<file path="src/verilog/serial_bus_defs.svh">
// widths, memory size and start code shared by the slave and its bench
// SB_ADDR_WIDTH must be wide enough to index SB_ADDR_DEPTH words
// the frame is 3 + SB_ID_WIDTH + 2 + SB_ADDR_WIDTH bits long
`ifndef SERIAL_BUS_DEFS_SVH
`define SERIAL_BUS_DEFS_SVH

// bits per memory word, sent msb first
`define SB_DATA_WIDTH 32

// memory size in words and the address bits that index it
`define SB_ADDR_DEPTH 256
`define SB_ADDR_WIDTH 8

// slave id field of the frame
`define SB_ID_WIDTH 2

// pattern that opens every configuration frame
`define SB_START_CODE 3'b111

`endif

</file>
<file path="src/verilog/serial_bus_pkg.sv">
// types of the serial bus slave
// field widths follow the defines header, the frame layout is fixed here
`include "serial_bus_defs.svh"

package serial_bus_pkg;

    // one memory word
    typedef logic [`SB_DATA_WIDTH-1:0] word_t;

    // one memory address
    typedef logic [`SB_ADDR_WIDTH-1:0] addr_t;

    // configuration frame, first bit on the wire is start[2]
    typedef struct packed {
        logic [2:0]               start;
        logic [`SB_ID_WIDTH-1:0]  slave_id;
        // high for a write
        logic                     is_write;
        logic                     burst;
        addr_t                    addr;
    } cfg_frame_t;

endpackage

</file>
<file path="src/verilog/serial_shift_in.sv">
// collects bit_in msb first on every cycle with shift_en high
// done pulses one cycle after the last bit of a payload
// payload holds until the next shift, so it is stable while done is high
`timescale 1ns/10ps

module serial_shift_in
    import serial_bus_pkg::*;
#(
    parameter type payload_t = word_t
) (
    input  logic     clk,
    input  logic     rstN,
    input  logic     bit_in,
    input  logic     shift_en,
    output payload_t payload,
    output logic     done
);
    localparam int W  = $bits(payload_t);
    localparam int CW = $clog2(W);
    localparam logic [CW-1:0] LAST_BIT = CW'(W - 1);

    logic [W-1:0]  shreg;
    logic [CW-1:0] bit_cnt;

    always_ff @(posedge clk) begin
        if (shift_en) begin
            shreg <= {shreg[W-2:0], bit_in};
        end
    end

    // bit counter wraps to zero on a full payload
    always_ff @(posedge clk or negedge rstN) begin
        if (!rstN) begin
            bit_cnt <= '0;
            done    <= 1'b0;
        end else begin
            done <= 1'b0;
            if (shift_en) begin
                if (bit_cnt == LAST_BIT) begin
                    bit_cnt <= '0;
                    done    <= 1'b1;
                end else begin
                    bit_cnt <= bit_cnt + 1'b1;
                end
            end
        end
    end

    assign payload = payload_t'(shreg);

    // a payload takes W accepted bits, so two done pulses are never adjacent
    assert property (@(posedge clk) disable iff (!rstN) done |=> !done);

endmodule

</file>
<file path="config.mk">
export PLATFORM = sky130hd
export DESIGN_NAME = serial_shift_in
export DESIGN_NICKNAME = d
export VERILOG_FILES = /design/src/verilog/serial_bus_pkg.sv /design/src/verilog/serial_shift_in.sv
export VERILOG_INCLUDE_DIRS = /design/src /design/src/verilog
export SDC_FILE = /design/constraint.sdc
export NUM_CORES = 1
export LEC_CHECK = 0
export ABC_AREA = 1
export BUFFER_PORTS_ARGS = -buffer_cell sky130_fd_sc_hd__buf_4
export CORE_MARGIN = 3
export CORE_UTILIZATION = 25
export CTS_CLUSTER_DIAMETER = 120
export DETAILED_ROUTE_END_ITERATION = 8
export GPL_TIMING_DRIVEN = 0
export PLACE_DENSITY = 0.46
export SLEW_MARGIN = 20
export SYNTH_ARGS = -nofsm -noshare
export SYNTH_HDL_FRONTEND = slang
export SYNTH_SLANG_ARGS = --single-unit
</file>
<file path="constraint.sdc">
create_clock -name clk -period 1.97 [get_ports clk]
set_input_delay 0.394 -clock clk [delete_from_list [all_inputs] [get_ports clk]]
set_output_delay 0.394 -clock clk [all_outputs]
set_load 0.1 [all_outputs]
</file>
==> qor.yml <==
run_status:
  status: "finished clean"
yosys:
  synth.lib_cells_used.distinct: 11
  syn-mean-instance-area_um2: 21.2
  synth_cells: 58
  synthDominantCellAreaShare: 0.780
  synth_warn: 0
  yosys_register_bits: 38
  synth.largest_area_cell: "edfxtp_1"
  synth_seq_area_share: 0.902
  synth.top_cells.by_area: "edfxtp_1 (78%), dfrtp_1 (12%), ha_1 (2.0%), mux2_2 (1.8%), nand2_1 (1.8%)"
  postSynthNetCount: 64
  synth_area_um2: 1230
drt:
  routed_wire_length_per_instance_um: 12.3
  via_per_inst: 3.77
  totalWireLength_um: 2070
  detailed_routing_iteration_count_for_the_pre_antenna_repair_pass: 3
  ant_nets: 0
  detailroute.via_count: 634
  first_iter_violations: 39
  drc: 0
clocking:
  cts.htree.levels: 2
  postCtsSetupBuffers: 0
  tritoncts: "done"
  cts_made_buffers: 5
  worst_setup_hold_path_clk_slew_ns: 0.07
  clock_tree.buffer_depth: 2
  clk_latency_ns: 0.27
  cts.sink_count: 38
  cts_root_buffer: "clkbuf_8"
timing:
  timing.final.setup_violations: 0
  final-hold-violation-count: 0
  worst_clock_skew_ns: 0.00173
  worst-slew-pin-transition_ns: 0.472
  timing.setup.tns_ns: 0
  timing.final.max_slew_violations: 0
  timing.final.ws_setup_ns: 0.519
  clock.fmax_ghz: 0.689
  maxSlewHeadroom: 0.685
  period_needed_ns: 1.45
  setup_repair_after_global_routing_missed_its_margin: "no"
  layout_worst_path_cycle_share: 0.737
  hold-worst-slack_ns: 0.292
floorplan:
  die_area_um2: 5800
  boundaryPins: 37
  start_util: 0.270
  chipWidth_um: 76.2
  y_dimension_of_the_die_um: 76.2
  placeableCoreArea_um2: 4560
  row_count: 24
worst_hold_path:
  worst_hold_path.num_cells: 1
  hold_path_class: "in -> reg"
power:
  total_power_consumption_of_the_routed_design_uw: 1970
  static-leakage-power_uw: 0.000681
  power.ir.vdd_worst_uv: 457
  power-per-cell-area_nw_per_um2: 1180
final_layout:
  antenna_cells: 0
  post_route_cells_drive_above_1_share: 0.447
  final_net_count: 108
  most-common-layout-cells: "buf_4 (36), edfxtp_1 (32), nand2_1 (6), dfrtp_1 (6)"
  layout_commonest_cell: "buf_4"
  layout-area-overhead-vs-synth_pct: 36.0
  layout.cells.non_filler: 168
setup_path:
  timing.critical_path.fanout_max: 3
  path_class: "reg -> reg"
  arr_time_crit_path_ns: 1.62
  worstRegToRegCells: 4
  critPathLaunchType: "register"
  critical_path_required_ns: 2.13
  timing.critical_path.to_type: "register"
placed_design:
  place.gp.congestion: 0.660
  io_buffer_count: 36
  post-place-cells: 159
  post_detailed_placement_half_perimeter_wirelength_um: 1410
  dp_worst_setup_slack_ns: 0.523
global_route:
  grt_antenna_before_repair: 0
  global_route.usage.total: 0.0715
  first_global_vias: 657
  grt_max_degree: 39
  grt_pass1_wl_um: 3230
  grt-ovfl-total: 0
job:
  max-cap-violations: 0
stage by stage:
| step | util | area [um2] |
|---|---|---|
| 4_1_cts | 0.367 | 1670 |
| 3_3_place_gp | 0.347 | 1580 |
| 3_5_place_dp | 0.347 | 1580 |
| 6_report | 0.367 | 1670 |
| 5_1_grt | 0.367 | 1670 |
| 2_1_floorplan | - | 1230 |
what timing repair did:
action,in CTS,in global routing
endpoints found under the hold margin,6,0
hold buffers,1,0
resized for setup,0,0
cells in the mapped netlist, drive strengths merged:
| library cell | instances |
|---|---|
| and3 | 1 |
| dfrtp | 6 |
| edfxtp | 32 |
| ha | 2 |
| inv | 1 |
| mux2 | 2 |
| nand2 | 7 |
| nor2 | 6 |
| xor2 | 1 |
power by group:
group          total, uW  switching, uW  leakage (uW)  internal (uW)
registers           1020           55.4      0.000385            968
logic                459            351      0.000253            108
clock network        487            244     0.0000426            243
cells by family (layout without fill, tap and decap cells):
group,count (synthesis),in the layout,synth area share
flip-flops,38,38,0.902
AND/OR/NAND/NOR,14,14,0.0488
buffers and inverters,1,46,0.00305
XOR/XNOR,1,1,0.00712
adder cells (fa/ha/maj),2,2,0.0203
multiplexers,2,2,0.0183
routing by layer:
metal	wire, um	GRT usage
met2	845	0.0922
met4	0	0.0217
met3	189	0.0390
met5	0	0
met1	1040	0.101
flip-flops by register name, summed over array words and instances (netlist names):
signal	flops
bit_cnt	5
payload	32
done	1
worst max-delay path: stages, from the launching register on:
cell	delay, ns
dfrtp_1	0.41
ha_1	0.22
and3_1	0.19
ha_1	0.26
mux2_2	0.26
final cells by class:
type | instances | area [um2]
inverter | 1 | 3.75
multi-input combinational | 19 | 116
timing repair buffer | 37 | 280
fill | 459 | 2890
sequential | 38 | 1110
clock buffer | 6 | 72.6
clock inverter | 2 | 8.76
tap | 65 | 81.3
worst paths after layout:
| path | startpoint | to | slack (ns) |
|---|---|---|---|
| min in group asynchronous | rstN | bit_cnt[1] | 0.45 |
| min reg2reg | payload[7] | payload[8] | 0.45 |
| max | bit_cnt[0] | bit_cnt[4] | 0.52 |
| max reg2reg | bit_cnt[0] | bit_cnt[4] | 0.52 |
| min | bit_in | payload[0] | 0.29 |
| max in group asynchronous | rstN | bit_cnt[3] | 1.41 |
Power figures use the tool's default switching activity.
