**src/verilog/serial_bus_defs.svh**
```systemverilog
// widths, memory size and start code shared by the slave and its bench
// SB_ADDR_WIDTH must be wide enough to index SB_ADDR_DEPTH words
// the frame is 3 + SB_ID_WIDTH + 2 + SB_ADDR_WIDTH bits long
`ifndef SERIAL_BUS_DEFS_SVH
`define SERIAL_BUS_DEFS_SVH

// bits per memory word, sent msb first
`define SB_DATA_WIDTH 32

// memory size in words and the address bits that index it
`define SB_ADDR_DEPTH 256
`define SB_ADDR_WIDTH 8

// slave id field of the frame
`define SB_ID_WIDTH 2

// pattern that opens every configuration frame
`define SB_START_CODE 3'b111

`endif

```
**src/verilog/serial_bus_pkg.sv**
```systemverilog
// types of the serial bus slave
// field widths follow the defines header, the frame layout is fixed here
`include "serial_bus_defs.svh"

package serial_bus_pkg;

    // one memory word
    typedef logic [`SB_DATA_WIDTH-1:0] word_t;

    // one memory address
    typedef logic [`SB_ADDR_WIDTH-1:0] addr_t;

    // configuration frame, first bit on the wire is start[2]
    typedef struct packed {
        logic [2:0]               start;
        logic [`SB_ID_WIDTH-1:0]  slave_id;
        // high for a write
        logic                     is_write;
        logic                     burst;
        addr_t                    addr;
    } cfg_frame_t;

endpackage

```
**src/verilog/mem_if.sv**
```systemverilog
// port between the transaction controller and the word memory
// rdata is valid in the cycle after re, we and re are never high together
`timescale 1ns/10ps
`include "serial_bus_defs.svh"

interface mem_if (
    input logic clk
);
    logic                      we;
    logic                      re;
    logic [`SB_ADDR_WIDTH-1:0] addr;
    logic [`SB_DATA_WIDTH-1:0] wdata;
    logic [`SB_DATA_WIDTH-1:0] rdata;

    modport controller (input clk, output we, output re, output addr, output wdata, input rdata);

    modport memory (input clk, input we, input re, input addr, input wdata, output rdata);

endinterface

```
**src/verilog/slave_ctrl.sv**
```systemverilog
// transaction FSM of the serial slave, frame check, write, read and burst
// frames with a wrong start code or id are dropped, ready stays low
// a single transfer ends after one word, a burst ends on last
// between burst read words ready is low for two cycles
`timescale 1ns/10ps
`include "serial_bus_defs.svh"

module slave_ctrl
    import serial_bus_pkg::*;
#(
    parameter int SLAVE_ID = 1
) (
    input  logic         clk,
    input  logic         rstN,
    input  logic         control,
    input  logic         valid,
    input  logic         last,
    input  cfg_frame_t   frame,
    input  logic         frame_done,
    input  word_t        wr_word,
    input  logic         wr_done,
    output logic         frame_shift,
    output logic         data_shift,
    output logic         ready,
    output logic         ser_load,
    input  logic         ser_empty,
    mem_if.controller    mem
);
    localparam logic [`SB_ID_WIDTH-1:0] MY_ID = SLAVE_ID[`SB_ID_WIDTH-1:0];

    typedef enum logic [2:0] {
        S_IDLE,
        S_CONFIG,
        S_DECODE,
        S_WRITE,
        S_READ_FETCH,
        S_READ_SEND
    } state_t;

    state_t state;
    addr_t  addr_q;
    logic   burst_q;
    logic   last_seen;
    logic   rd_pending;
    logic   frame_ok;

    assign frame_ok = (frame.start == `SB_START_CODE) && (frame.slave_id == MY_ID);

    // first frame bit is taken in idle, the rest until the frame is complete
    assign frame_shift = ((state == S_IDLE) && control) || ((state == S_CONFIG) && !frame_done);

    // a single write drops ready as soon as its word is in
    assign ready = (state == S_READ_SEND) ||
                   ((state == S_WRITE) && !last_seen && !(wr_done && !burst_q));

    // one accepted beat, feeds both the write shifter and the read serializer
    assign data_shift = valid && ready;

    assign ser_load  = (state == S_READ_FETCH) && rd_pending;
    assign mem.we    = (state == S_WRITE) && wr_done;
    assign mem.re    = ((state == S_DECODE) && frame_ok && !frame.is_write) ||
                       ((state == S_READ_FETCH) && !rd_pending);
    assign mem.addr  = (state == S_DECODE) ? frame.addr : addr_q;
    assign mem.wdata = wr_word;

    always_ff @(posedge clk or negedge rstN) begin
        if (!rstN) begin
            state      <= S_IDLE;
            addr_q     <= '0;
            burst_q    <= 1'b0;
            last_seen  <= 1'b0;
            rd_pending <= 1'b0;
        end else begin
            rd_pending <= mem.re;
            case (state)
                S_IDLE: begin
                    if (control) begin
                        state <= S_CONFIG;
                    end
                end
                S_CONFIG: begin
                    if (frame_done) begin
                        state <= S_DECODE;
                    end
                end
                S_DECODE: begin
                    addr_q    <= frame.addr;
                    burst_q   <= frame.burst;
                    last_seen <= 1'b0;
                    if (!frame_ok) begin
                        state <= S_IDLE;
                    end else if (frame.is_write) begin
                        state <= S_WRITE;
                    end else begin
                        state <= S_READ_FETCH;
                    end
                end
                S_WRITE: begin
                    // last comes with the final bit, the word lands a cycle later
                    if (data_shift && last && burst_q) begin
                        last_seen <= 1'b1;
                    end
                    if (wr_done) begin
                        if (!burst_q || last_seen) begin
                            state <= S_IDLE;
                        end else begin
                            addr_q <= addr_q + 1'b1;
                        end
                    end
                end
                S_READ_FETCH: begin
                    if (rd_pending) begin
                        state <= S_READ_SEND;
                    end
                end
                S_READ_SEND: begin
                    if (ser_empty) begin
                        if (burst_q && !last) begin
                            addr_q <= addr_q + 1'b1;
                            state  <= S_READ_FETCH;
                        end else begin
                            state <= S_IDLE;
                        end
                    end
                end
                default: begin
                    state <= S_IDLE;
                end
            endcase
        end
    end

    // the memory port never sees a write and a read in the same cycle
    assert property (@(posedge clk) disable iff (!rstN) !(mem.we && mem.re));

    // no handshake is offered until a frame has been accepted
    assert property (@(posedge clk) disable iff (!rstN) (state == S_IDLE) |-> !ready);

endmodule

```
**src/flat_wrapper.sv**
```systemverilog
// flat-port wrapper written by rule: the top's interface ports become plain ports
module slave_ctrl_flat import serial_bus_pkg::*;
#(
    parameter int SLAVE_ID = 1
)
  (clk, rstN, control, valid, last, frame, frame_done, wr_word, wr_done, frame_shift, data_shift, ready, ser_load, ser_empty, mem_we, mem_re, mem_addr, mem_wdata, mem_rdata);
  mem_if mem_i (.clk(clk));
  input  logic clk;
  input  logic rstN;
  input  logic control;
  input  logic valid;
  input  logic last;
  input  cfg_frame_t frame;
  input  logic frame_done;
  input  word_t wr_word;
  input  logic wr_done;
  output logic frame_shift;
  output logic data_shift;
  output logic ready;
  output logic ser_load;
  input  logic ser_empty;
  output wire logic [$bits(mem_i.we)-1:0] mem_we;
  output wire logic [$bits(mem_i.re)-1:0] mem_re;
  output wire logic [$bits(mem_i.addr)-1:0] mem_addr;
  output wire logic [$bits(mem_i.wdata)-1:0] mem_wdata;
  input wire logic [$bits(mem_i.rdata)-1:0] mem_rdata;
  assign mem_we = mem_i.we;
  assign mem_re = mem_i.re;
  assign mem_addr = mem_i.addr;
  assign mem_wdata = mem_i.wdata;
  assign mem_i.rdata = mem_rdata;
  slave_ctrl #(.SLAVE_ID(SLAVE_ID)) u_core (.clk(clk), .rstN(rstN), .control(control), .valid(valid), .last(last), .frame(frame), .frame_done(frame_done), .wr_word(wr_word), .wr_done(wr_done), .frame_shift(frame_shift), .data_shift(data_shift), .ready(ready), .ser_load(ser_load), .ser_empty(ser_empty), .mem(mem_i));
endmodule
```
**config.mk**
```make
export PLATFORM = sky130hd
export DESIGN_NAME = slave_ctrl_flat
export DESIGN_NICKNAME = d
export VERILOG_FILES = /design/src/verilog/serial_bus_pkg.sv /design/src/verilog/mem_if.sv /design/src/verilog/slave_ctrl.sv /design/src/flat_wrapper.sv
export VERILOG_INCLUDE_DIRS = /design/src /design/src/verilog
export SDC_FILE = /design/constraint.sdc
export NUM_CORES = 1
export LEC_CHECK = 0
export BUFFER_PORTS_ARGS = -buffer_cell sky130_fd_sc_hd__buf_2
export CAP_MARGIN = 30
export CORE_ASPECT_RATIO = 1.25
export CORE_MARGIN = 2
export CORE_UTILIZATION = 39
export CTS_CLUSTER_SIZE = 20
export DETAILED_ROUTE_END_ITERATION = 6
export GPL_TIMING_DRIVEN = 0
export PLACE_DENSITY = 0.95
export REMOVE_ABC_BUFFERS = 1
export SLEW_MARGIN = 30
export SYNTH_ARGS = -nofsm -noshare
export SYNTH_HDL_FRONTEND = slang
export SYNTH_SLANG_ARGS = --single-unit
```
**constraint.sdc**
```tcl
create_clock -name clk -period 4.5 [get_ports clk]
set_input_delay 0.225 -clock clk [delete_from_list [all_inputs] [get_ports clk]]
set_output_delay 0.225 -clock clk [all_outputs]
set_load 0.02 [all_outputs]
```
==> metrics.yaml, run 1 <==
clock_network:
  cts_buffers: 3
  clkTransAtPathRegs_ns: 0.06
  tritoncts: "built"
  htree_levels: 1
  clockRootBuffer: "clkbuf_8"
  insertion_delay_ns: 0.24
  cts_resized: 0
  cts_sinks: 14
  post-cts-setup-buffer-count: 0
  clockBufferDepth: 2
  cts_hold_buffers: 1
setup_path:
  criticalPathCategory: "reg -> out"
  cp-end-kind: "primary output"
  reg2reg_slack_ns: 2.46
  cp-endpoint: "mem_addr[5]"
  cp-start-kind: "flop"
  startpoint: "u_core.state[2]"
  r2r_end: "u_core.addr_q[5]"
  cp_max_fo: 14
  cp.arrival_ns: 2.07
  r2r_cells: 4
  cp_data_required_time_ns: 4.28
  reg2reg_from: "u_core.state[0]"
flow_run:
  cap_violations: 0
timing:
  max_freq_mhz: 435
  rsz0062_at_grt: "no"
  finalHoldViolCount: 0
  clock_skew_ns: 0.000372
  tightestPinTransition_ns: 0.654
  setup_ws_ns: 2.20
  max_slew_margin_pct: 56.4
  fin_crit_ns: 2.30
  fin_setup_tns_ns: 0
  slew_violations: 0
  timing.final.crit_share_pct: 51.1
  setup_viol: 0
route:
  drc_errors: 0
  wl_per_cell_microns: 22.7
  vias: 1117
  drt_iter0_drc: 26
  first_pass_iters: 4
  vias_per_cell: 5.76
  ant_nets: 0
  wl_microns: 4400
yosys:
  synth-main-ff-cell: "dfrtp_1"
  synth.distinct_cells: 48
  synthTopCellsByArea: "dfrtp_1 26%, buf_4 18%, nand2_1 3.6%"
  synth-async-reset-ratio_pct: 100
  synth_area_leader_cell: "dfrtp_1"
  synth-edff-count: 0
  postSynthAreaPerCell_sq_um: 8.66
  syn_inst: 156
  synth_top_cell_area_share_pct: 25.9
  seq_area_frac_synth_pct: 25.9
  synth-seq-cells: 14
  syn_area_sq_um: 1350
  ys_warn_count: 0
grt:
  grt-ovfl-total: 0
  grt_pass1_vias: 1046
  grt_pass1_wl_microns: 6310
  grt_max_degree: 21
  grt.total_usage_pct: 22.2
  grt_antenna_before_repair: 0
cells_and_area:
  nNetsFinal: 247
  fin_area_sq_um: 1340
  diodes: 0
  drive_gt1_share_pct: 33.8
  area_growth_pct: -1.11
  layoutNonFillerInstCount: 194
  final_util_pct: 41.1
die:
  fp-row-count: 23
  io_pins: 133
  die_y_microns: 69.8
  start_util_pct: 41.6
  design.core.area_sq_um: 3250
  dieArea_sq_um: 3950
  die_w_microns: 56.7
placed_design:
  dp_cells: 190
  io_buffer_count: 36
  hpwl_microns: 3690
  dpl_worst_slack_ns: 2.46
  postPlaceCellArea_sq_um: 1280
  gp_congestion: 0.850
status:
  outcome: "complete, no violations"
pwr:
  peakVddDrop_uv: 304
  p_per_area_nw_per_um2: 613
  power_leakage_uw: 0.000621
worst_hold_path:
  hold_class: "in -> reg"
registers in the layout (all words and copies together) (netlist names):
register and count:
u_core.rd_pending 1, u_core.last_seen 1, u_core.burst_q 1, u_core.addr_q 8
u_core.state 3
report_power, final:
part           internal, uW  switching [uW]  total (uW)  leakage (uW)
Sequential              176            86.5         262      0.000168
Clock                  59.2            43.8         103     0.0000216
Combinational           199             255         454      0.000431
Total                   434             386         820      0.000621
through the flow:
| stage | power, uW | hold WS, ns |
|---|---|---|
| after CTS | 822 | 0.206 |
| final | 820 | 0.209 |
| after global routing | 881 | 0.208 |
| after detailed placement | 718 | 0.141 |
| after global placement | 701 | 0.147 |
| after floorplan | 587 | -0.0706 |
synthesized netlist by cell type, drive strengths merged, types with 3 or more instances:
cell type / count
a21oi: 5
a22oi: 4
a2bb2oi: 3
and3: 3
buf: 38
dfrtp: 14
inv: 7
mux2: 4
nand2: 13
nand2b: 4
nand3: 3
nor2: 9
nor3: 4
o21ai: 7
o22ai: 6
layout make-up:
class                      instances  area, sq um
sequential                        14          350
timing repair buffer              37          190
inverter                           7         26.3
fill                             347         1920
tap                               37         46.3
multi-input combinational         96          682
clock buffer                       3         41.3
kinds of logic after synthesis:
family / synth area share, %
compound gates: 22.8
xor+xnor: 2.04
fa+ha+maj: 0.926
buf+inv: 23.6
flops: 25.9
mux: 4.81
simple gates: 19.9
layer usage:
layer	share of wire [%]	vias up	GRT usage [%]
met4	17	0	32.5
met5	0	-	0
li1	-	525	-
met2	46	63	34.1
met3	11	34	8.58
met1	26	495	17.3
cell usage in the layout, fill, tap and decap left out, types with 2 or more instances in the layout:
cell type	Yosys	layout
mux2_2	4	4
mux2i_1	2	2
nand3_1	3	3
nor2b_1	2	2
a2bb2oi_1	3	3
nor2_1	8	8
o22ai_1	6	6
dfrtp_1	14	14
a21oi_1	4	4
nor3b_1	2	2
nand2_1	13	13
and3_1	3	3
nand2b_1	3	3
a31oi_1	2	2
and4b_1	2	2
o21ai_0	7	7
a22oi_2	3	3
nor3_1	3	3
buf_2	3	36
inv_1	7	7
clkbuf_8	0	3
a31o_1	2	2
critical path, cell delays in order (launching register included):
cell and delay, ns:
dfrtp_1 0.54, nand2b_2 0.29, nor2_2 0.44, mux2_2 0.40
buf_2 0.16
worst min path at each step:
stage                                  end  depth (start not counted)     start
after floorplan           u_core.addr_q[0]                          0      rstN
after global placement     u_core.state[0]                          1      rstN
after detailed placement  u_core.addr_q[7]                          1      rstN
after CTS                   u_core.burst_q                          2  frame[8]
after global routing        u_core.burst_q                          2  frame[8]
final                       u_core.burst_q                          2  frame[8]
(Power assumes the default switching activity.)
==> run 2: changes to the inputs <==
Settings changed: CORE_UTILIZATION 39 to 36, PLACE_DENSITY 0.95 to 0.89.
Clock period 4.5 ns to 2.14 ns, I/O delays scaled along.
==> run 2 against run 1 <==
  * The flow now finishes with violations (DRC)
  * Clock skew increased by 0.0068 ns
  * Count of clock-buffer cells in the layout rose by 1
  * Critical path depth did not move
  * Sequential cell count did not move
  * Global-route usage shrank 0.83 points
  * Cell area is 1.8% higher
  * Cell count up 1.5%
  * Via count rose by 1.3%
  * Setup slack got worse by 2.0 ns
  * Non-clock buffer count unchanged
  * Utilization is 2.7 points lower
  * First-iteration DRC count grew to 3.6 times the previous value
==> metrics.yaml, run 2 (same netlist as run 1, synthesis figures left out) <==
status:
  outcome: "complete, but fails checks"
  violations: "DRC"
route:
  ant_nets: 0
  vias_per_cell: 5.75
  wl_microns: 4450
  routed.top_layer: "met4"
  wl_met2_microns: 2070
  wl_per_cell_microns: 22.6
  wl_met3_microns: 729
  drt_iter0_drc: 93
  vias: 1132
  drc_errors: 12
  first_pass_iters: 7
  wl_met1_microns: 1150
placed_design:
  hpwl_microns: 3600
  io_buffer_count: 36
  dp_cells: 192
  gp_congestion: 0.939
timing:
  rsz0062_at_grt: "no"
  fin_setup_tns_ns: 0
  finalHoldViolCount: 0
  max_slew_margin_pct: 71.3
  max_freq_mhz: 509
  timing.final.crit_share_pct: 91.9
  fin_crit_ns: 1.97
  slew_violations: 0
  clock_skew_ns: 0.00713
  tightestPinTransition_ns: 0.431
  holdWs_ns: 0.0883
  setup_viol: 0
setup_path:
  r2r_cells: 4
  reg2reg_from: "u_core.state[1]"
  criticalPathCategory: "reg -> reg"
  cp-start-kind: "flop"
  cp_data_required_time_ns: 2.29
  path_cells: "nand2b_1 > nor3_4 > or2_1 > o2bb2a_4"
  r2r_end: "u_core.addr_q[5]"
  cp-end-kind: "flop"
  crit_slowest_cell: "dfrtp_1"
  cp_max_fo: 11
  cp_num_buf_inv: 0
  cp_top_family: "simple AND/OR/NAND/NOR gates"
  critPathMaxStageDelay_ns: 0.53
  cp.arrival_ns: 2.11
  reg2reg_slack_ns: 0.17
pwr:
  totalPowerFinal_uw: 1790
  power_leakage_uw: 0.000626
  peakVddDrop_uv: 319
  p_per_area_nw_per_um2: 1310
grt:
  grt_antenna_before_repair: 0
  grt_pass1_wl_microns: 6320
  grt-ovfl-total: 0
  grt_max_degree: 21
  grt.total_usage_pct: 21.4
  grt_pass1_vias: 1052
clock_network:
  cts_buffers: 3
  tritoncts: "built"
  post-cts-setup-buffer-count: 0
  clkTransAtPathRegs_ns: 0.07
  insertion_delay_ns: 0.25
  cts_sinks: 14
  htree_levels: 1
  clockBufferDepth: 2
  clockRootBuffer: "clkbuf_8"
die:
  design.core.area_sq_um: 3540
  die_y_microns: 72.5
  die_w_microns: 58.8
  dieArea_sq_um: 4260
  fp-row-count: 24
  start_util_pct: 38.1
  io_pins: 133
worst_hold_path:
  hold_depth: 2
  worstHoldEndpoint: "u_core.state[2]"
  hold_class: "in -> reg"
  hp-start: "ser_empty"
cells_and_area:
  largest_register: "u_core.addr_q"
  final_common_cell: "buf_2"
  area_growth_pct: 0.648
  final_util_pct: 38.4
  top_regs: "u_core.addr_q x8, u_core.state x3"
  largest_reg_flops: 8
  nNetsFinal: 247
  diodes: 0
  drive_gt1_share_pct: 35.4
  layout_common_cells: "36 x buf_2, 13 x nand2_1, 12 x dfrtp_1, 8 x nor2_1"
  layoutNonFillerInstCount: 197
flow_run:
  cap_violations: 0
==> run 2: report_power, final <==
group	internal, uW	switching [uW]
registers	372	179
clock network	163	103
logic	420	548
==> run 2: layer usage <==
layer | vias to the layer above | track usage (%)
met3 | 24 | 15.7
met4 | 0 | 25.5
met5 | - | 0
li1 | 527 | -
met2 | 80 | 31.7
met1 | 501 | 15.7
==> run 2: metrics by stage <==
step | instance area [sq um] | worst slack [ns]
2_1_floorplan | 1060 | 0.438
3_3_place_gp | 1290 | 0.133
3_5_place_dp | 1290 | 0.131
4_1_cts | 1360 | 0.0841
5_1_grt | 1360 | 0.0313
6_report | 1360 | 0.174
==> run 2: final cells by class <==
type	instances	area, sq um
fillers	376	2180
multi-input cells	96	687
flip-flops and latches	14	353
repair buffers	37	190
clock buffers	4	55.1
well taps	39	48.8
inverters	7	26.3
==> run 2: how the worst max path moves through the flow <==
stage / from / endpoint / slack [ns] / cells after the start
final: u_core.state[1] / u_core.addr_q[5] / 0.17 / 4
after global placement: u_core.state[0] / u_core.addr_q[5] / 0.13 / 4
after floorplan: u_core.state[1] / u_core.addr_q[5] / 0.44 / 4
after CTS: u_core.state[0] / u_core.addr_q[5] / 0.08 / 4
after detailed placement: u_core.state[0] / u_core.addr_q[5] / 0.13 / 4
after global routing: u_core.state[1] / u_core.addr_q[5] / 0.03 / 4
==> run 2: repair_timing <==
| item | CTS | global route |
|---|---|---|
| hold buffers | 1 | 0 |
| endpoints found under the setup margin | 4 | 8 |
| pin swaps | 0 | 0 |
| gates resized for setup | 1 | 2 |
| hold endpoints to repair | 14 | 0 |
==> run 3: changes to the inputs <==
Settings changed: ABC_AREA set to 1.
==> run 3 against run 2 <==
  * The run now ends clean
  * Critical path depth increased by 1
  * Clock power shrank 18%
  * Total power is 5.0% lower
  * Wire length increased by 4.7%
  * First-iteration DRC count decreased by 8.6%
  * Synthesized cell count is 40% higher
  * Critical endpoint is now mem_re
  * Largest power group unchanged
  * Highest routed layer unchanged
==> metrics.yaml, run 3 <==
yosys:
  postSynthAreaPerCell_sq_um: 6.26
  ys_warn_count: 0
  seq_area_frac_synth_pct: 25.7
  synthTopCellsByArea: "dfrtp_1 26%, nand2_1 22%, buf_4 19%"
  synth.distinct_cells: 23
  synth-seq-cells: 14
  syn_inst: 218
  syn_area_sq_um: 1360
  synth_most_common_cell: "nand2_1"
  synth_area_leader_cell: "dfrtp_1"
  synth-edff-count: 0
  synth-async-reset-ratio_pct: 100
  synth_top_cell_area_share_pct: 25.7
  synth-main-ff-cell: "dfrtp_1"
  synth_common_cells: "80 x nand2_1, 34 x buf_4, 21 x o21ai_0"
worst_hold_path:
  hold_class: "in -> reg"
route:
  ant_nets: 0
  vias_per_cell: 5.10
  wl_per_cell_microns: 17.7
  vias: 1341
  wl_microns: 4660
  drc_errors: 0
  drt_iter0_drc: 85
  first_pass_iters: 4
cells_and_area:
  drive_gt1_share_pct: 22.0
  layout_common_cells: "80 x nand2_1, 36 x buf_2, 21 x o21ai_0, 19 x inv_1, 14 x dfrtp_1"
  nNetsFinal: 313
  diodes: 0
  area_growth_pct: 2.48
  largest_reg_flops: 8
  top_regs: "u_core.addr_q x8, u_core.state x3"
  area.sequential_sq_um: 350
  layoutNonFillerInstCount: 263
  final_common_cell: "nand2_1"
  fillerInstances: 408
  largest_register: "u_core.addr_q"
  multi_input_area_sq_um: 668
setup_path:
  cp_num_buf_inv: 2
  cp_data_required_time_ns: 2.03
  cp-end-kind: "primary output"
  cp.arrival_ns: 1.77
  cp-start-kind: "flop"
  path_cells: "nor3_4 > buf_6 > nand3b_1 > nand2_1 > buf_2"
  crit_slowest_cell: "dfrtp_1"
  cp_top_family: "simple AND/OR/NAND/NOR gates"
  critPathMaxStageDelay_ns: 0.52
  criticalPathCategory: "reg -> out"
  cp_max_fo: 11
grt:
  grt_max_degree: 15
  grt_pass1_vias: 1230
  grt-ovfl-total: 0
  grt_pass1_wl_microns: 6800
  grt_antenna_before_repair: 0
  grt.total_usage_pct: 22.4
clock_network:
  clockBufferDepth: 2
  htree_levels: 1
  cts_buffers: 3
  clockRootBuffer: "clkbuf_8"
  clkTransAtPathRegs_ns: 0.06
  tritoncts: "built"
  cts_sinks: 14
  insertion_delay_ns: 0.25
  post-cts-setup-buffer-count: 0
flow_run:
  cap_violations: 0
pwr:
  power_leakage_uw: 0.000770
  p_per_area_nw_per_um2: 1210
  peakVddDrop_uv: 474
placed_design:
  hpwl_microns: 3840
  dp_cells: 259
  dpl_worst_slack_ns: 0.382
  io_buffer_count: 36
  gp_congestion: 0.887
timing:
  slew_violations: 0
  tightestPinTransition_ns: 0.409
  max_freq_mhz: 532
  fin_crit_ns: 1.88
  clock_skew_ns: 0.00121
  setup_viol: 0
  max_slew_margin_pct: 72.6
  finalHoldViolCount: 0
  rsz0062_at_grt: "no"
  timing.final.crit_share_pct: 87.8
  setup_ws_ns: 0.262
die:
  start_util_pct: 36.6
  fp-row-count: 25
  io_pins: 133
  die_y_microns: 72.8
  design.core.area_sq_um: 3720
  die_w_microns: 59.1
  dieArea_sq_um: 4300
status:
  outcome: "complete, no violations"
run 3: cell count changes in the layout (fill, tap and decap cells not counted), moves of 4 or more:
cell / previous run / this run
nand2_1: 13 / 80
o21ai_0: 7 / 21
inv_1: 7 / 19
nand3_1: 3 / 11
o22ai_1: 6 / 0
nor2_1: 8 / 13
a21oi_1: 4 / 0
mux2_2: 4 / 0
nand4_1: 1 / 5
run 3: layout make-up:
| class | count | share of cell area, % |
|---|---|---|
| clock buffers | 3 | 2.95 |
| well taps | 40 | 3.58 |
| inverters | 23 | 6.18 |
| multi-input cells | 145 | 47.8 |
| flip-flops and latches | 14 | 25.1 |
| repair buffers | 38 | 14.4 |
run 3: final timing paths:
kind	endpoint	start	slack, ns	depth (start not counted)
worst min register to register	u_core.addr_q[7]	u_core.addr_q[7]	0.51	2
worst min-delay path	u_core.burst_q	frame[8]	0.07	3
min in group asynchronous	u_core.addr_q[6]	rstN	0.30	2
worst max register to register	u_core.addr_q[0]	u_core.state[0]	0.42	6
worst max-delay path	mem_re	u_core.state[0]	0.26	5
max in group asynchronous	u_core.state[1]	rstN	1.59	2
run 3: metrics by stage:
step | hold WS [ns] | power, uW | TNS [ns] | utilization [%] | area (sq um)
after detailed placement | 0.0296 | 1470 | 0 | 36.0 | 1340
after global placement | 0.0280 | 1420 | -5.17 | 35.6 | 1320
after CTS | 0.0623 | 1700 | 0 | 37.4 | 1390
after floorplan | -0.189 | 1160 | 0 | - | 1090
final | 0.0652 | 1700 | 0 | 37.5 | 1400
after global routing | 0.0929 | 1850 | 0 | 37.5 | 1400
run 3: what timing repair did:
item,in CTS,in global routing
resized for setup,0,1
setup endpoints to repair,0,1
hold buffers,1,0
hold endpoints to repair,14,0
run 3: logic make-up after synthesis:
family                   share of synthesized area (%)
AND/OR/NAND/NOR                                   38.6
buffers and inverters                             26.1
flip-flops                                        25.7
AO/OA/AOI/OAI                                     8.62
adder cells (fa/ha/maj)                          0.917
run 3: power by group:
part	internal, uW	leakage [uW]	switching (uW)
clock network	125	0.0000216	94.8
registers	368	0.000179	137
logic	325	0.000570	647
total	818	0.000770	879
run 3: routing by layer:
layer	up-vias	share of wire [%]	GRT usage [%]
li1	664	-	-
met1	575	26	16.2
met5	-	0	0
met2	70	45	35.3
met4	0	15	28.8
met3	32	14	12.2
run 3: worst reg2reg max path: stages, from the launching register on:
cell	delay [ns]
dfrtp_1	0.58
nand3_2	0.18
nand2_2	0.21
clkinv_1	0.29
o21ai_0	0.24
nand2_1	0.07
o21ai_0	0.07
