===== src/verilog/serial_bus_defs.svh =====
// widths, memory size and start code shared by the slave and its bench
// SB_ADDR_WIDTH must be wide enough to index SB_ADDR_DEPTH words
// the frame is 3 + SB_ID_WIDTH + 2 + SB_ADDR_WIDTH bits long
`ifndef SERIAL_BUS_DEFS_SVH
`define SERIAL_BUS_DEFS_SVH

// bits per memory word, sent msb first
`define SB_DATA_WIDTH 32

// memory size in words and the address bits that index it
`define SB_ADDR_DEPTH 256
`define SB_ADDR_WIDTH 8

// slave id field of the frame
`define SB_ID_WIDTH 2

// pattern that opens every configuration frame
`define SB_START_CODE 3'b111

`endif


===== src/verilog/serial_bus_pkg.sv =====
// types of the serial bus slave
// field widths follow the defines header, the frame layout is fixed here
`include "serial_bus_defs.svh"

package serial_bus_pkg;

    // one memory word
    typedef logic [`SB_DATA_WIDTH-1:0] word_t;

    // one memory address
    typedef logic [`SB_ADDR_WIDTH-1:0] addr_t;

    // configuration frame, first bit on the wire is start[2]
    typedef struct packed {
        logic [2:0]               start;
        logic [`SB_ID_WIDTH-1:0]  slave_id;
        // high for a write
        logic                     is_write;
        logic                     burst;
        addr_t                    addr;
    } cfg_frame_t;

endpackage


===== src/verilog/word_serializer.sv =====
// drives a loaded word onto rd msb first, one bit per advance
// first bit is on rd the cycle after load, load and advance never coincide
// empty is combinational and marks the cycle the final bit is taken
`timescale 1ns/10ps

module word_serializer
    import serial_bus_pkg::*;
(
    input  logic  clk,
    input  logic  rstN,
    input  logic  load,
    input  word_t word,
    input  logic  advance,
    output logic  rd,
    output logic  empty
);
    localparam int W  = $bits(word_t);
    localparam int CW = $clog2(W);
    localparam logic [CW-1:0] LAST_BIT = CW'(W - 1);

    word_t         shreg;
    logic [CW-1:0] bit_cnt;

    // shreg is cleared so rd is low out of reset
    always_ff @(posedge clk or negedge rstN) begin
        if (!rstN) begin
            shreg   <= '0;
            bit_cnt <= '0;
        end else if (load) begin
            shreg   <= word;
            bit_cnt <= '0;
        end else if (advance) begin
            shreg   <= {shreg[W-2:0], 1'b0};
            // wraps after the last bit, ready for the next load
            bit_cnt <= bit_cnt + 1'b1;
        end
    end

    assign rd = shreg[W-1];

    // also pulses on write beats, the controller only looks at it when reading
    assign empty = advance && (bit_cnt == LAST_BIT);

endmodule


===== config.mk =====
export PLATFORM = sky130hd
export DESIGN_NAME = word_serializer
export DESIGN_NICKNAME = d
export VERILOG_FILES = /design/src/verilog/serial_bus_pkg.sv /design/src/verilog/word_serializer.sv
export VERILOG_INCLUDE_DIRS = /design/src /design/src/verilog
export SDC_FILE = /design/constraint.sdc
export NUM_CORES = 1
export LEC_CHECK = 0
export ABC_AREA = 1
export BUFFER_PORTS_ARGS = -buffer_cell sky130_fd_sc_hd__buf_4
export CELL_PAD_IN_SITES_DETAIL_PLACEMENT = 0
export CELL_PAD_IN_SITES_GLOBAL_PLACEMENT = 1
export CORE_AREA = 2 2 67 69
export DETAILED_ROUTE_END_ITERATION = 6
export DIE_AREA = 0 0 69 71
export GPL_ROUTABILITY_DRIVEN = 0
export PLACE_DENSITY_LB_ADDON = 0.1
export SETUP_SLACK_MARGIN = 0.4
export SKIP_CTS_REPAIR_TIMING = 1
export SLEW_MARGIN = 20
export SYNTH_ARGS = -nofsm -noshare
export SYNTH_HDL_FRONTEND = slang
export SYNTH_SLANG_ARGS = --single-unit

===== constraint.sdc =====
create_clock -name clk -period 4.1 [get_ports clk]
set_clock_uncertainty 0.2 [all_clocks]
set_input_delay 0.41 -clock clk [delete_from_list [all_inputs] [get_ports clk]]
set_output_delay 0.41 -clock clk [all_outputs]
set_load 0.005 [all_outputs]

==> results of run 1 <==
-- metal layers --
layer	global-route usage	vias to the layer above	routed length, um
met5	0	-	0
met4	0.05229	0	56
met2	0.2404	24	1531
met3	0.04843	6	134
li1	-	691	-
met1	0.2040	642	1618
-- power by group through the flow --
stage	Combinational, uW	Sequential, uW	Clock (uW)
floorplan	64.9	428	0
finish	110	427	241
detailed placement	111	434	0
CTS	111	427	252
global placement	106	433	0
global route	129	432	270
-- worst paths after layout --
kind	cells after the start	to
max	7	empty
min	3	shreg[0]$_DFFE_PN0P_
max reg2reg	5	bit_cnt[4]$_DFFE_PN0P_
min reg2reg	2	shreg[3]$_DFFE_PN0P_
max in group asynchronous	2	shreg[11]$_DFFE_PN0P_
min in group asynchronous	2	shreg[0]$_DFFE_PN0P_
-- critical path, cell delays in order (launching register included) --
cell	delay, ns
dfrtp_1	0.40
ha_1	0.22
nand2_1	0.08
nor2_1	0.04
ha_1	0.17
nand2_1	0.06
inv_1	0.03
buf_4	0.12
-- metrics by stage --
stage               instances  utilization
global route              285       0.4807
global placement          276       0.4592
detailed placement        276       0.4592
floorplan                 197            -
finish                    285       0.4807
CTS                       284       0.4783
-- layout make-up --
| class | instances | area (um^2) |
|---|---|---|
| flip-flops and latches | 37 | 925.9 |
| multi-input cells | 141 | 628.1 |
| well taps | 52 | 65.06 |
| fillers | 437 | 2183 |
| repair buffers | 38 | 287.8 |
| clock buffers | 8 | 80.08 |
| inverters | 9 | 33.78 |
-- state kept, by name, summed over array words and instances, names as in the netlist --
signal	flops
bit_cnt	5
shreg	32
-- cells in the final DEF, fill, tap and decap left out --
master,synthesis,layout
nand3_1,28,28
nor2_1,4,4
buf_4,2,37
a22o_1,2,2
dlygate4sd3_1,0,1
clkbuf_8,0,5
a22oi_1,3,3
nor2_4,2,2
inv_1,8,8
inv_2,1,1
o211ai_1,1,1
clkbuf_1,3,3
nand2_1,94,94
a21oi_1,3,3
o21ai_0,2,2
dfrtp_1,37,37
ha_1,2,2
-- cell families after synthesis --
logic type,Yosys count,share of synthesized area
flip-flops,37,0.5649
buffers and inverters,19,0.05190
adder cells (fa/ha/maj),2,0.01526
AO/OA/AOI/OAI,11,0.04428
AND/OR/NAND/NOR,128,0.3237
==> summary.log, run 1 <==
qor: final_layout.flow.area_growth_from_synthesis 23.28%
qor: worst_hold_path.hold_path_start word[0]
qor: floorplanning.die_x 69 um
qor: final_layout.final_net_count 270
qor: timing.rsz0062_at_grt false
qor: clocking.clock_path_buffers 2
qor: route.drcViolationCount 0
qor: pwr.power.share.switching 0.2580
qor: yosys.syn-instance-count 197
qor: pwr.internal_power 576.9 uW
qor: floorplanning.core_region_area 0.004204 mm^2
qor: setup_path.worst_ep_required_time 3.49 ns
qor: clocking.clk_pin_slew_worst_paths 0.07 ns
qor: timing.final.min_clock_period 2.015 ns
qor: timing.slew_headroom 0.4900
qor: route.post_dr_wirelength_cell 11.72 um
qor: run_status.outcome finished clean
qor: yosys.synth-edff-count 0
qor: worst_hold_path.hold_path.class input port to flip-flop
qor: clocking.cts-root-buf clkbuf_8
qor: yosys.post-synth-top-count-cell nand2_1
qor: timing.period_share 0.4914
qor: timing.setup-tns-final 0 ns
qor: setup_path.worstPathArrival 1.40 ns
qor: place.dp_hpwl 2.151 mm
qor: floorplanning.fp-row-count 24
qor: yosys.synthesis.area_per_instance 8.320 um^2
qor: yosys.flip_flop_cell_with_the_highest_count_after_synthesis dfrtp_1
qor: yosys.number_of_synthesis_warnings 0
qor: grt.groute.usage.overall 0.1538
qor: timing.worst_slack 2.085 ns
qor: route.drtIter0Drc 90
qor: route.drt-vias-per-instance 4.782
qor: pwr.power.static_leakage 0.001031 uW
qor: pwr.power-per-cell-area 384.7 mW/mm^2
qor: pwr.p_total 777.4 uW
qor: clocking.cts_tree done
qor: setup_path.worstReg2RegStart bit_cnt[0]$_DFFE_PN0P_
qor: route.detail_route.wirelength 3.340 mm
qor: floorplanning.boundaryPins 38
qor: route.num_vias 1363
qor: pwr.p_sw 200.5 uW
qor: setup_path.regToRegSetupSlack 2.60 ns
qor: grt.grt_antenna_before_repair 0
qor: grt.largest_net_degree_at_the_start_of_global_routing 38
qor: setup_path.startpoint_type flip-flop
qor: setup_path.critical_path_class flip-flop to output port
qor: floorplanning.floorplan.die_area 0.004899 mm^2
qor: setup_path.worstSetupEndpointType output port
qor: place.placedInstanceArea 0.001931 mm^2
qor: route.drtAntennaViolNets 0
qor: clocking.clk-insertion-delay-late 0.29 ns
qor: timing.finalSetupViolations 0
qor: timing.worst_pin_slew 0.7632 ns
qor: place.place_worst_setup_slack 2.074 ns
qor: run.drv.max_cap_violation_count 0
qor: final_layout.finalInstanceArea 0.002021 mm^2
qor: yosys.synth_seq_area_share 0.5649
qor: clocking.sinks_on_clock_net 37
qor: timing.drv_slew 0
qor: clocking.cts_htree_levels 2
qor: yosys.synthDistinctLibCells 16
qor: setup_path.crit_path_max_fanout 2
qor: timing.fin_worst_hold_slack 0.1328 ns
qor: pwr.seq_power_share 0.550
qor: grt.vias_in_the_first_global_route 1378
qor: clocking.cts_made_buffers 5
qor: floorplanning.floorplan.initialDensity 0.3899
qor: grt.global_route_wire_length_before_repair 6.085 mm
qor: final_layout.num_antenna_cells 0
qor: yosys.synthDominantAreaCellType dfrtp_1
qor: pwr.combPwrFrac 0.141
qor: timing.max_freq 496.4 MHz
qor: timing.finalHoldViolCount 0
qor: yosys.synth.ff_latch_count 37
qor: route.dr.pass1.iters 4
qor: pwr.power.ir.vdd_worst 171.7 uV
qor: yosys.syn-num-nets 235
qor: yosys.post_synthesis_instance_area 0.001639 mm^2
qor: yosys.synth_top_cell_area_share 0.5649
qor: yosys.synth_area_leaders dfrtp_1 56%, nand2_1 22%, nand3_1 8.5%, inv_1 1.8%, buf_2 1.5%
qor: yosys.synth_top_cells_by_count 94 x nand2_1, 37 x dfrtp_1, 28 x nand3_1
qor: pwr.clock_power_share 0.309
qor: final_layout.drive_gt1_frac 0.1931
qor: yosys.ys_async_sr_fraction 1.000
qor: place.placement.io_buffers 37
qor: floorplanning.chipHeight 71 um
qor: grt.globalRoute.totalOverflow 0
qor: setup_path.critPathLaunch bit_cnt[0]$_DFFE_PN0P_
Power figures use the tool's default switching activity.
==> run 2: changes to the inputs <==
--- a/config.mk
+++ b/config.mk
@@ -10,9 +10,9 @@
 export BUFFER_PORTS_ARGS = -buffer_cell sky130_fd_sc_hd__buf_4
 export CELL_PAD_IN_SITES_DETAIL_PLACEMENT = 0
 export CELL_PAD_IN_SITES_GLOBAL_PLACEMENT = 1
-export CORE_AREA = 2 2 67 69
+export CORE_AREA = 2 2 69 71
 export DETAILED_ROUTE_END_ITERATION = 6
-export DIE_AREA = 0 0 69 71
+export DIE_AREA = 0 0 71 73
 export GPL_ROUTABILITY_DRIVEN = 0
 export PLACE_DENSITY_LB_ADDON = 0.1
 export SETUP_SLACK_MARGIN = 0.4
==> constraint.sdc (replaced) <==
create_clock -name clk -period 2.09 [get_ports clk]
set_clock_uncertainty 0.2 [all_clocks]
set_input_delay 0.209 -clock clk [delete_from_list [all_inputs] [get_ports clk]]
set_output_delay 0.209 -clock clk [all_outputs]
set_load 0.005 [all_outputs]
==> run 2 against run 1 <==
  * Routed wire length up 10%
  * Register-to-register slack worse by 2.0 ns
  * Sequential power up 96%
  * Power up 110%
  * Largest cell class unchanged
  * Largest power group unchanged
==> summary.log, run 2 (synthesis gave the netlist of run 1 again) <==
qor: clocking.clk_pin_slew_worst_paths 0.07 ns [about the same]
qor: setup_path.worstSetupEndpointType output port
qor: floorplanning.floorplan.die_area 0.005183 mm^2 [+5.8%]
qor: clocking.cts_tree done
qor: pwr.seq_power_share 0.516 [-0.034]
qor: final_layout.final_cell_mix 93 x nand2_1, 40 x buf_4, 37 x dfrtp_1, 33 x dlygate4sd3_1, 28 x nand3_1
qor: route.drtAntennaViolNets 0 [unchanged]
qor: final_layout.final_net_count 305 [+13%]
qor: route.num_vias 1501 [+10%]
qor: setup_path.startpoint_type flip-flop
qor: timing.period_share 0.8434
qor: run.drv.max_cap_violation_count 0 [unchanged]
qor: floorplanning.floorplan.initialDensity 0.3614 [-0.02850]
qor: setup_path.max_incr_delay_on_cp 0.40 ns [about the same]
qor: timing.rsz0062_at_grt true
qor: setup_path.path_buf_inv 2 [unchanged]
qor: timing.slew_headroom 0.6693 [+0.1793]
qor: pwr.power.ir.vdd_worst 308.2 uV [+79%]
qor: timing.drv_slew 0 [unchanged]
qor: pwr.p_sw 417.5 uW [+110%]
qor: pwr.power.share.switching 0.2569 [-0.001095]
qor: clocking.sinks_on_clock_net 37 [unchanged]
qor: clocking.clock_path_buffers 2 [unchanged]
qor: route.drtIter0Drc 78 [-13%]
qor: route.post_dr_wirelength_cell 11.49 um [-2.0%]
qor: pwr.power.static_leakage 0.001182 uW [+15%]
qor: pwr.p_total 1625 uW [+110%]
qor: grt.global_route_wire_length_before_repair 6.168 mm [+1.4%]
qor: grt.globalRoute.totalOverflow 0 [unchanged]
qor: setup_path.worstPathArrival 1.35 ns [-0.05 ns]
qor: grt.largest_net_degree_at_the_start_of_global_routing 38 [unchanged]
qor: setup_path.crit_slowest_cell dfrtp_1
qor: clocking.clk-insertion-delay-late 0.28 ns [about the same]
qor: final_layout.max_flop_register shreg
qor: setup_path.critical_path_class flip-flop to output port
qor: grt.grt_antenna_before_repair 0 [unchanged]
qor: floorplanning.fp-row-count 25 [+4.2%]
qor: final_layout.fillCellCount 454 [+3.9%]
qor: setup_path.critical_path.cell_chain ha_2, nand2_2, nor2_2, ha_1, nand2_1, inv_1, buf_4
qor: final_layout.largest_reg_flops 32 [unchanged]
qor: grt.groute.usage.overall 0.1510 [-0.002788]
qor: run_status.outcome finished clean
qor: timing.max_freq 567.3 MHz
qor: pwr.clock_power_share 0.311 [+0.002]
qor: final_layout.layout.cells.most_common nand2_1
qor: place.placement.io_buffers 37 [unchanged]
qor: route.drt-vias-per-instance 4.676 [-2.2%]
qor: setup_path.cpLargestDelayFamily flip-flops
qor: floorplanning.die_x 71 um [+2.9%]
qor: route.drcViolationCount 0 [unchanged]
qor: timing.worst_pin_slew 0.4948 ns [-0.2684 ns]
qor: clocking.cts_made_buffers 5 [unchanged]
qor: final_layout.num_antenna_cells 0 [unchanged]
qor: pwr.combPwrFrac 0.172 [+0.031]
qor: grt.vias_in_the_first_global_route 1418 [+2.9%]
qor: route.detail_route.wirelength 3.688 mm [+10%]
qor: clocking.cts_htree_levels 2 [unchanged]
qor: floorplanning.chipHeight 73 um [+2.8%]
qor: final_layout.biggestRegsByFlops shreg x32, bit_cnt x5
qor: setup_path.crit_path_max_fanout 3 [+1]
qor: final_layout.flow.area_growth_from_synthesis 45.42%
qor: place.dp_hpwl 2.290 mm [+6.4%]
qor: route.dr.pass1.iters 4 [unchanged]
qor: timing.setup-tns-final 0 ns [unchanged]
qor: timing.finalSetupViolations 0 [unchanged]
qor: place.dpl.cell_count 280 [+1.4%]
qor: pwr.power-per-cell-area 681.9 mW/mm^2 [+77%]
qor: final_layout.final-instance-count-excl-fill 321 [+13%]
qor: setup_path.worst_ep_required_time 1.68 ns [-1.81 ns]
qor: clocking.cts-root-buf clkbuf_8
qor: timing.final.min_clock_period 1.763 ns
qor: timing.fin_worst_hold_slack 0.07738 ns [-0.05539 ns]
qor: timing.finalHoldViolCount 0 [unchanged]
qor: floorplanning.core_region_area 0.004536 mm^2 [+7.9%]
qor: worst_hold_path.hold_path.class input port to flip-flop
qor: floorplanning.boundaryPins 38 [unchanged]
qor: final_layout.drive_gt1_frac 0.1985 [+0.005369]
qor: pwr.internal_power 1208 uW [+110%]
run 2: cell type report:
cell class,instances,area (um^2),share of cell area
Tap cell,54,67.56,0.02835
Clock inverter,1,7.507,0.003150
Clock buffer,6,82.58,0.03465
Inverter,9,33.78,0.01417
Sequential cell,37,925.9,0.3885
Multi-Input combinational cell,141,635.6,0.2667
Timing Repair Buffer,73,630.6,0.2646
run 2: layer usage:
metal  GRT usage  vias to the layer above  part of all wire
met4     0.05031                        0             0.022
met5           0                        -                 0
met1      0.1915                      696              0.48
met2      0.2503                       37              0.46
li1            -                      760                 -
met3     0.04282                        8             0.041
run 2: through the flow:
stage | area [um^2] | setup WS (ns) | utilization
after global placement | 1948 | 0.4935 | 0.4295
after CTS | 2038 | 0.2831 | 0.4494
final | 2384 | 0.3273 | 0.5255
after global routing | 2384 | 0.2773 | 0.5255
after detailed placement | 1948 | 0.4562 | 0.4295
after floorplan | 1639 | 0.6651 | -
run 2: worst min-delay path, cell delays in order:
cell	delay, ns
buf_4	0.11
nor2_4	0.07
nand2_1	0.06
nand3_1	0.07
run 2: power groups by stage:
| stage | clock [uW] | sequential, uW | combinational, uW |
|---|---|---|---|
| 3_3_place_gp | 0 | 850 | 215 |
| 2_1_floorplan | 0 | 840 | 127 |
| 5_1_grt | 558 | 849 | 323 |
| 3_5_place_dp | 0 | 852 | 220 |
| 6_report | 506 | 839 | 280 |
| 4_1_cts | 529 | 838 | 222 |
run 2: final timing paths:
check / to / depth (start not counted) / startpoint / slack, ns
setup / recovery: empty / 7 / bit_cnt[1]$_DFFE_PN0P_ / 0.33
hold / removal: shreg[2]$_DFFE_PN0P_ / 4 / advance / 0.08
setup reg to reg: bit_cnt[4]$_DFFE_PN0P_ / 5 / bit_cnt[1]$_DFFE_PN0P_ / 0.63
hold reg to reg: shreg[28]$_DFFE_PN0P_ / 2 / shreg[27]$_DFFE_PN0P_ / 0.27
max in group asynchronous: shreg[27]$_DFFE_PN0P_ / 2 / rstN / 1.12
min in group asynchronous: bit_cnt[3]$_DFFE_PN0P_ / 2 / rstN / 0.22
==> run 3: changes to the inputs <==
--- a/config.mk
+++ b/config.mk
@@ -6,7 +6,7 @@
 export SDC_FILE = /design/constraint.sdc
 export NUM_CORES = 1
 export LEC_CHECK = 0
-export ABC_AREA = 1
+export ABC_AREA = 0
 export BUFFER_PORTS_ARGS = -buffer_cell sky130_fd_sc_hd__buf_4
 export CELL_PAD_IN_SITES_DETAIL_PLACEMENT = 0
 export CELL_PAD_IN_SITES_GLOBAL_PLACEMENT = 1
==> constraint.sdc (replaced) <==
create_clock -name clk -period 1.7 [get_ports clk]
set_clock_uncertainty 0.2 [all_clocks]
set_input_delay 0.17 -clock clk [delete_from_list [all_inputs] [get_ports clk]]
set_output_delay 0.17 -clock clk [all_outputs]
set_load 0.005 [all_outputs]
==> run 3 against run 2 <==
  * The run now ends with setup timing left
  * Global-route usage decreased by 0.94 points
  * Critical path depth decreased by 2
  * Largest power group unchanged
  * Final cell count decreased by 11%
  * Largest cell class unchanged
  * Highest routed layer unchanged
==> summary.log, run 3 <==
qor: setup_path.worst_ep_required_time 1.33 ns [-0.35 ns]
qor: yosys.flip_flop_cell_with_the_highest_count_after_synthesis dfrtp_1
qor: grt.groute.usage.overall 0.1416 [-0.009434]
qor: clocking.cts_tree done
qor: setup_path.worstPathArrival 1.42 ns [+0.07 ns]
qor: yosys.synth_top_cell_area_share 0.5305 [-0.03442]
qor: yosys.synth-edff-count 0 [unchanged]
qor: floorplanning.boundaryPins 38 [unchanged]
qor: grt.grt_antenna_before_repair 0 [unchanged]
qor: final_layout.finalInstanceArea 0.002506 mm^2 [+5.1%]
qor: yosys.synth_area_leaders dfrtp_1 53%, mux2i_1 19%, o21ai_0 9.2%, nand2_1 6.9%, buf_8 1.7%
qor: floorplanning.fp-row-count 25 [unchanged]
qor: final_layout.register_area 925.9 um^2 [unchanged]
qor: clocking.clk_pin_slew_worst_paths 0.07 ns [about the same]
qor: setup_path.critical_path_class flip-flop to output port
qor: clocking.cts_htree_levels 2 [unchanged]
qor: yosys.post_synthesis_instance_area 0.001745 mm^2 [+6.5%]
qor: final_layout.final_cell_mix 39 x buf_4, 37 x dfrtp_1, 33 x mux2i_1, 33 x dlygate4sd3_1
qor: final_layout.flow.area_growth_from_synthesis 43.58%
qor: pwr.power-per-cell-area 822.1 mW/mm^2 [+21%]
qor: run.drv.max_cap_violation_count 0 [unchanged]
qor: floorplanning.chipHeight 73 um [unchanged]
qor: pwr.power.static_leakage 0.001210 uW [+2.3%]
qor: timing.worst_pin_slew 0.4796 ns [-0.01522 ns]
qor: yosys.ys_async_sr_fraction 1.000 [unchanged]
qor: setup_path.timing.rr.end bit_cnt[4]$_DFFE_PN0P_
qor: yosys.synth.ff_latch_count 37 [unchanged]
qor: clocking.cts_made_buffers 5 [unchanged]
qor: timing.max_freq 558.8 MHz
qor: timing.drv_slew 0 [unchanged]
qor: route.drt-vias-per-instance 4.782 [+2.3%]
qor: final_layout.max_flop_register shreg
qor: clocking.clk-insertion-delay-late 0.29 ns [about the same]
qor: yosys.synthesis.area_per_instance 10.71 um^2 [+29%]
qor: worst_hold_path.worstHoldPathCells 2 [-2]
qor: timing.worst_slack -0.08968 ns [-0.4170 ns]
qor: final_layout.drive_gt1_frac 0.2338 [+0.03526]
qor: timing.finalSetupViolations 1 [+1]
qor: timing.finalHoldViolCount 0 [unchanged]
qor: grt.vias_in_the_first_global_route 1271 [-10%]
qor: yosys.synth_seq_area_share 0.5305 [-0.03442]
qor: yosys.number_of_synthesis_warnings 0 [unchanged]
qor: timing.final.min_clock_period 1.790 ns
qor: grt.largest_net_degree_at_the_start_of_global_routing 38 [unchanged]
qor: run_status.violations_in_the_final_reports setup timing
qor: timing.period_share 1.053
qor: final_layout.largest_reg_flops 32 [unchanged]
qor: final_layout.biggestRegsByFlops shreg x32, bit_cnt x5
qor: place.placedInstanceArea 0.002042 mm^2 [+4.8%]
qor: final_layout.final_net_count 269 [-12%]
qor: yosys.synth_top_cells_by_count 37 x dfrtp_1, 33 x mux2i_1, 32 x nand2_1, 32 x o21ai_0
qor: setup_path.regToRegSetupSlack 0.23 ns [-0.40 ns]
qor: setup_path.crit_path_max_fanout 3 [unchanged]
qor: clocking.cts-root-buf clkbuf_8
qor: timing.rsz0062_at_grt true
qor: final_layout.multiInputGateArea 754.5 um^2 [+19%]
qor: route.detail_route.wirelength 3.450 mm [-6.5%]
qor: yosys.post-synth-top-count-cell dfrtp_1
qor: route.drcViolationCount 0 [unchanged]
qor: route.post_dr_wirelength_cell 12.11 um [+5.4%]
qor: run_status.outcome finished, violations left
qor: floorplanning.floorplan.die_area 0.005183 mm^2 [unchanged]
qor: setup_path.rr_worst_depth 5 [unchanged]
qor: clocking.sinks_on_clock_net 37 [unchanged]
qor: timing.slew_headroom 0.6803 [+0.01093]
qor: floorplanning.core_region_area 0.004536 mm^2 [unchanged]
qor: final_layout.fin_util 0.5526 [+0.02704]
qor: setup_path.max_incr_delay_on_cp 0.40 ns [about the same]
qor: clocking.clock_path_buffers 2 [unchanged]
qor: route.num_vias 1363 [-9.2%]
qor: final_layout.fillCellCount 416 [-8.4%]
qor: setup_path.crit_slowest_cell dfrtp_1
qor: final_layout.layout.cells.most_common buf_4
qor: setup_path.startpoint_type flip-flop
qor: grt.global_route_wire_length_before_repair 5.754 mm [-6.7%]
qor: route.dr.pass1.iters 4 [unchanged]
qor: place.dp_hpwl 2.218 mm [-3.2%]
qor: setup_path.critical_path.cell_chain ha_2, and3_4, ha_4, and2_4, buf_6
qor: route.drtIter0Drc 59 [-24%]
qor: pwr.power.ir.vdd_worst 487.0 uV [+58%]
qor: final_layout.num_antenna_cells 0 [unchanged]
qor: worst_hold_path.whs_endpoint bit_cnt[2]$_DFFE_PN0P_
qor: worst_hold_path.hold_path_start load
qor: setup_path.worstReg2RegStart bit_cnt[1]$_DFFE_PN0P_
qor: floorplanning.die_x 71 um [unchanged]
qor: yosys.synthDominantAreaCellType dfrtp_1
qor: timing.fin_worst_hold_slack 0.05198 ns [-0.02540 ns]
qor: yosys.syn-num-nets 201 [-14%]
qor: worst_hold_path.hold_path.class input port to flip-flop
qor: place.placement.io_buffers 37 [unchanged]
qor: setup_path.worstSetupEndpointType output port
qor: place.place_worst_setup_slack 0.1855 ns [-0.2707 ns]
qor: grt.globalRoute.totalOverflow 0 [unchanged]
qor: floorplanning.floorplan.initialDensity 0.3848 [+0.02345]
qor: yosys.syn-instance-count 163 [-17%]
qor: yosys.synthDistinctLibCells 21 [+5]
qor: route.drtAntennaViolNets 0 [unchanged]
-- run 3: changes by cell type after synthesis, moves of 8 or more --
| cell | change |
|---|---|
| inv_1 | -8 |
| mux2i_1 | +33 |
| nand2_1 | -62 |
| nand3_1 | -28 |
| o21ai_0 | +30 |
-- run 3: cell type report --
class | instances | share of cell area
well taps | 54 | 0.02696
clock inverters | 2 | 0.01398
flip-flops and latches | 37 | 0.3694
repair buffers | 74 | 0.2611
clock buffers | 5 | 0.02746
multi-input cells | 113 | 0.3010
-- run 3: stage by stage --
| step | total power (uW) | TNS, ns | std cells |
|---|---|---|---|
| finish | 2060 | -0.08968 | 285 |
| global placement | 1282 | 0 | 244 |
| floorplan | 1178 | 0 | 163 |
| CTS | 2034 | -0.1331 | 251 |
| global route | 2184 | -0.1652 | 285 |
| detailed placement | 1294 | 0 | 244 |
-- run 3: cell families (layout without fill, tap and decap cells) --
| logic type | count (synthesis) | in the layout | share of synthesized area |
|---|---|---|---|
| XOR/XNOR | 1 | 1 | 0.005019 |
| flip-flops | 37 | 37 | 0.5305 |
| multiplexers | 34 | 34 | 0.1957 |
| AND/OR/NAND/NOR | 42 | 42 | 0.09965 |
| adder cells (fa/ha/maj) | 2 | 2 | 0.01433 |
| AO/OA/AOI/OAI | 34 | 34 | 0.1025 |
| buffers and inverters | 13 | 81 | 0.05233 |
-- run 3: critical path, delay by kind of cell, from the launching register on --
family | cells | cell delay [ns]
adder cells (fa/ha/maj) | 2 | 0.34
AND/OR/NAND/NOR | 2 | 0.30
buffers and inverters | 1 | 0.10
flip-flops | 1 | 0.40
-- run 3: routing by layer --
layer / up-vias / wire length [um] / global-route usage
met4: 0 / 42 / 0.05660
li1: 689 / - / -
met3: 5 / 154 / 0.04834
met5: - / 0 / 0
met1: 642 / 1613 / 0.1789
met2: 27 / 1640 / 0.2243
-- run 3: worst max path at each step --
stage	cells past startpoint	to	start	slack, ns
6_report	5	empty	bit_cnt[1]$_DFFE_PN0P_	-0.09
5_1_grt	5	empty	bit_cnt[1]$_DFFE_PN0P_	-0.17
4_1_cts	5	empty	bit_cnt[0]$_DFFE_PN0P_	-0.13
3_5_place_dp	5	empty	bit_cnt[0]$_DFFE_PN0P_	0.19
3_3_place_gp	5	empty	bit_cnt[0]$_DFFE_PN0P_	0.20
2_1_floorplan	5	bit_cnt[4]$_DFFE_PN0P_	bit_cnt[0]$_DFFE_PN0P_	0.26
-- run 3: report_power, final --
group / switching [uW] / internal, uW / total, uW
clock network: 299 / 426 / 725
registers: 46.2 / 963 / 1010
logic: 135 / 192 / 327
total: 480 / 1580 / 2060
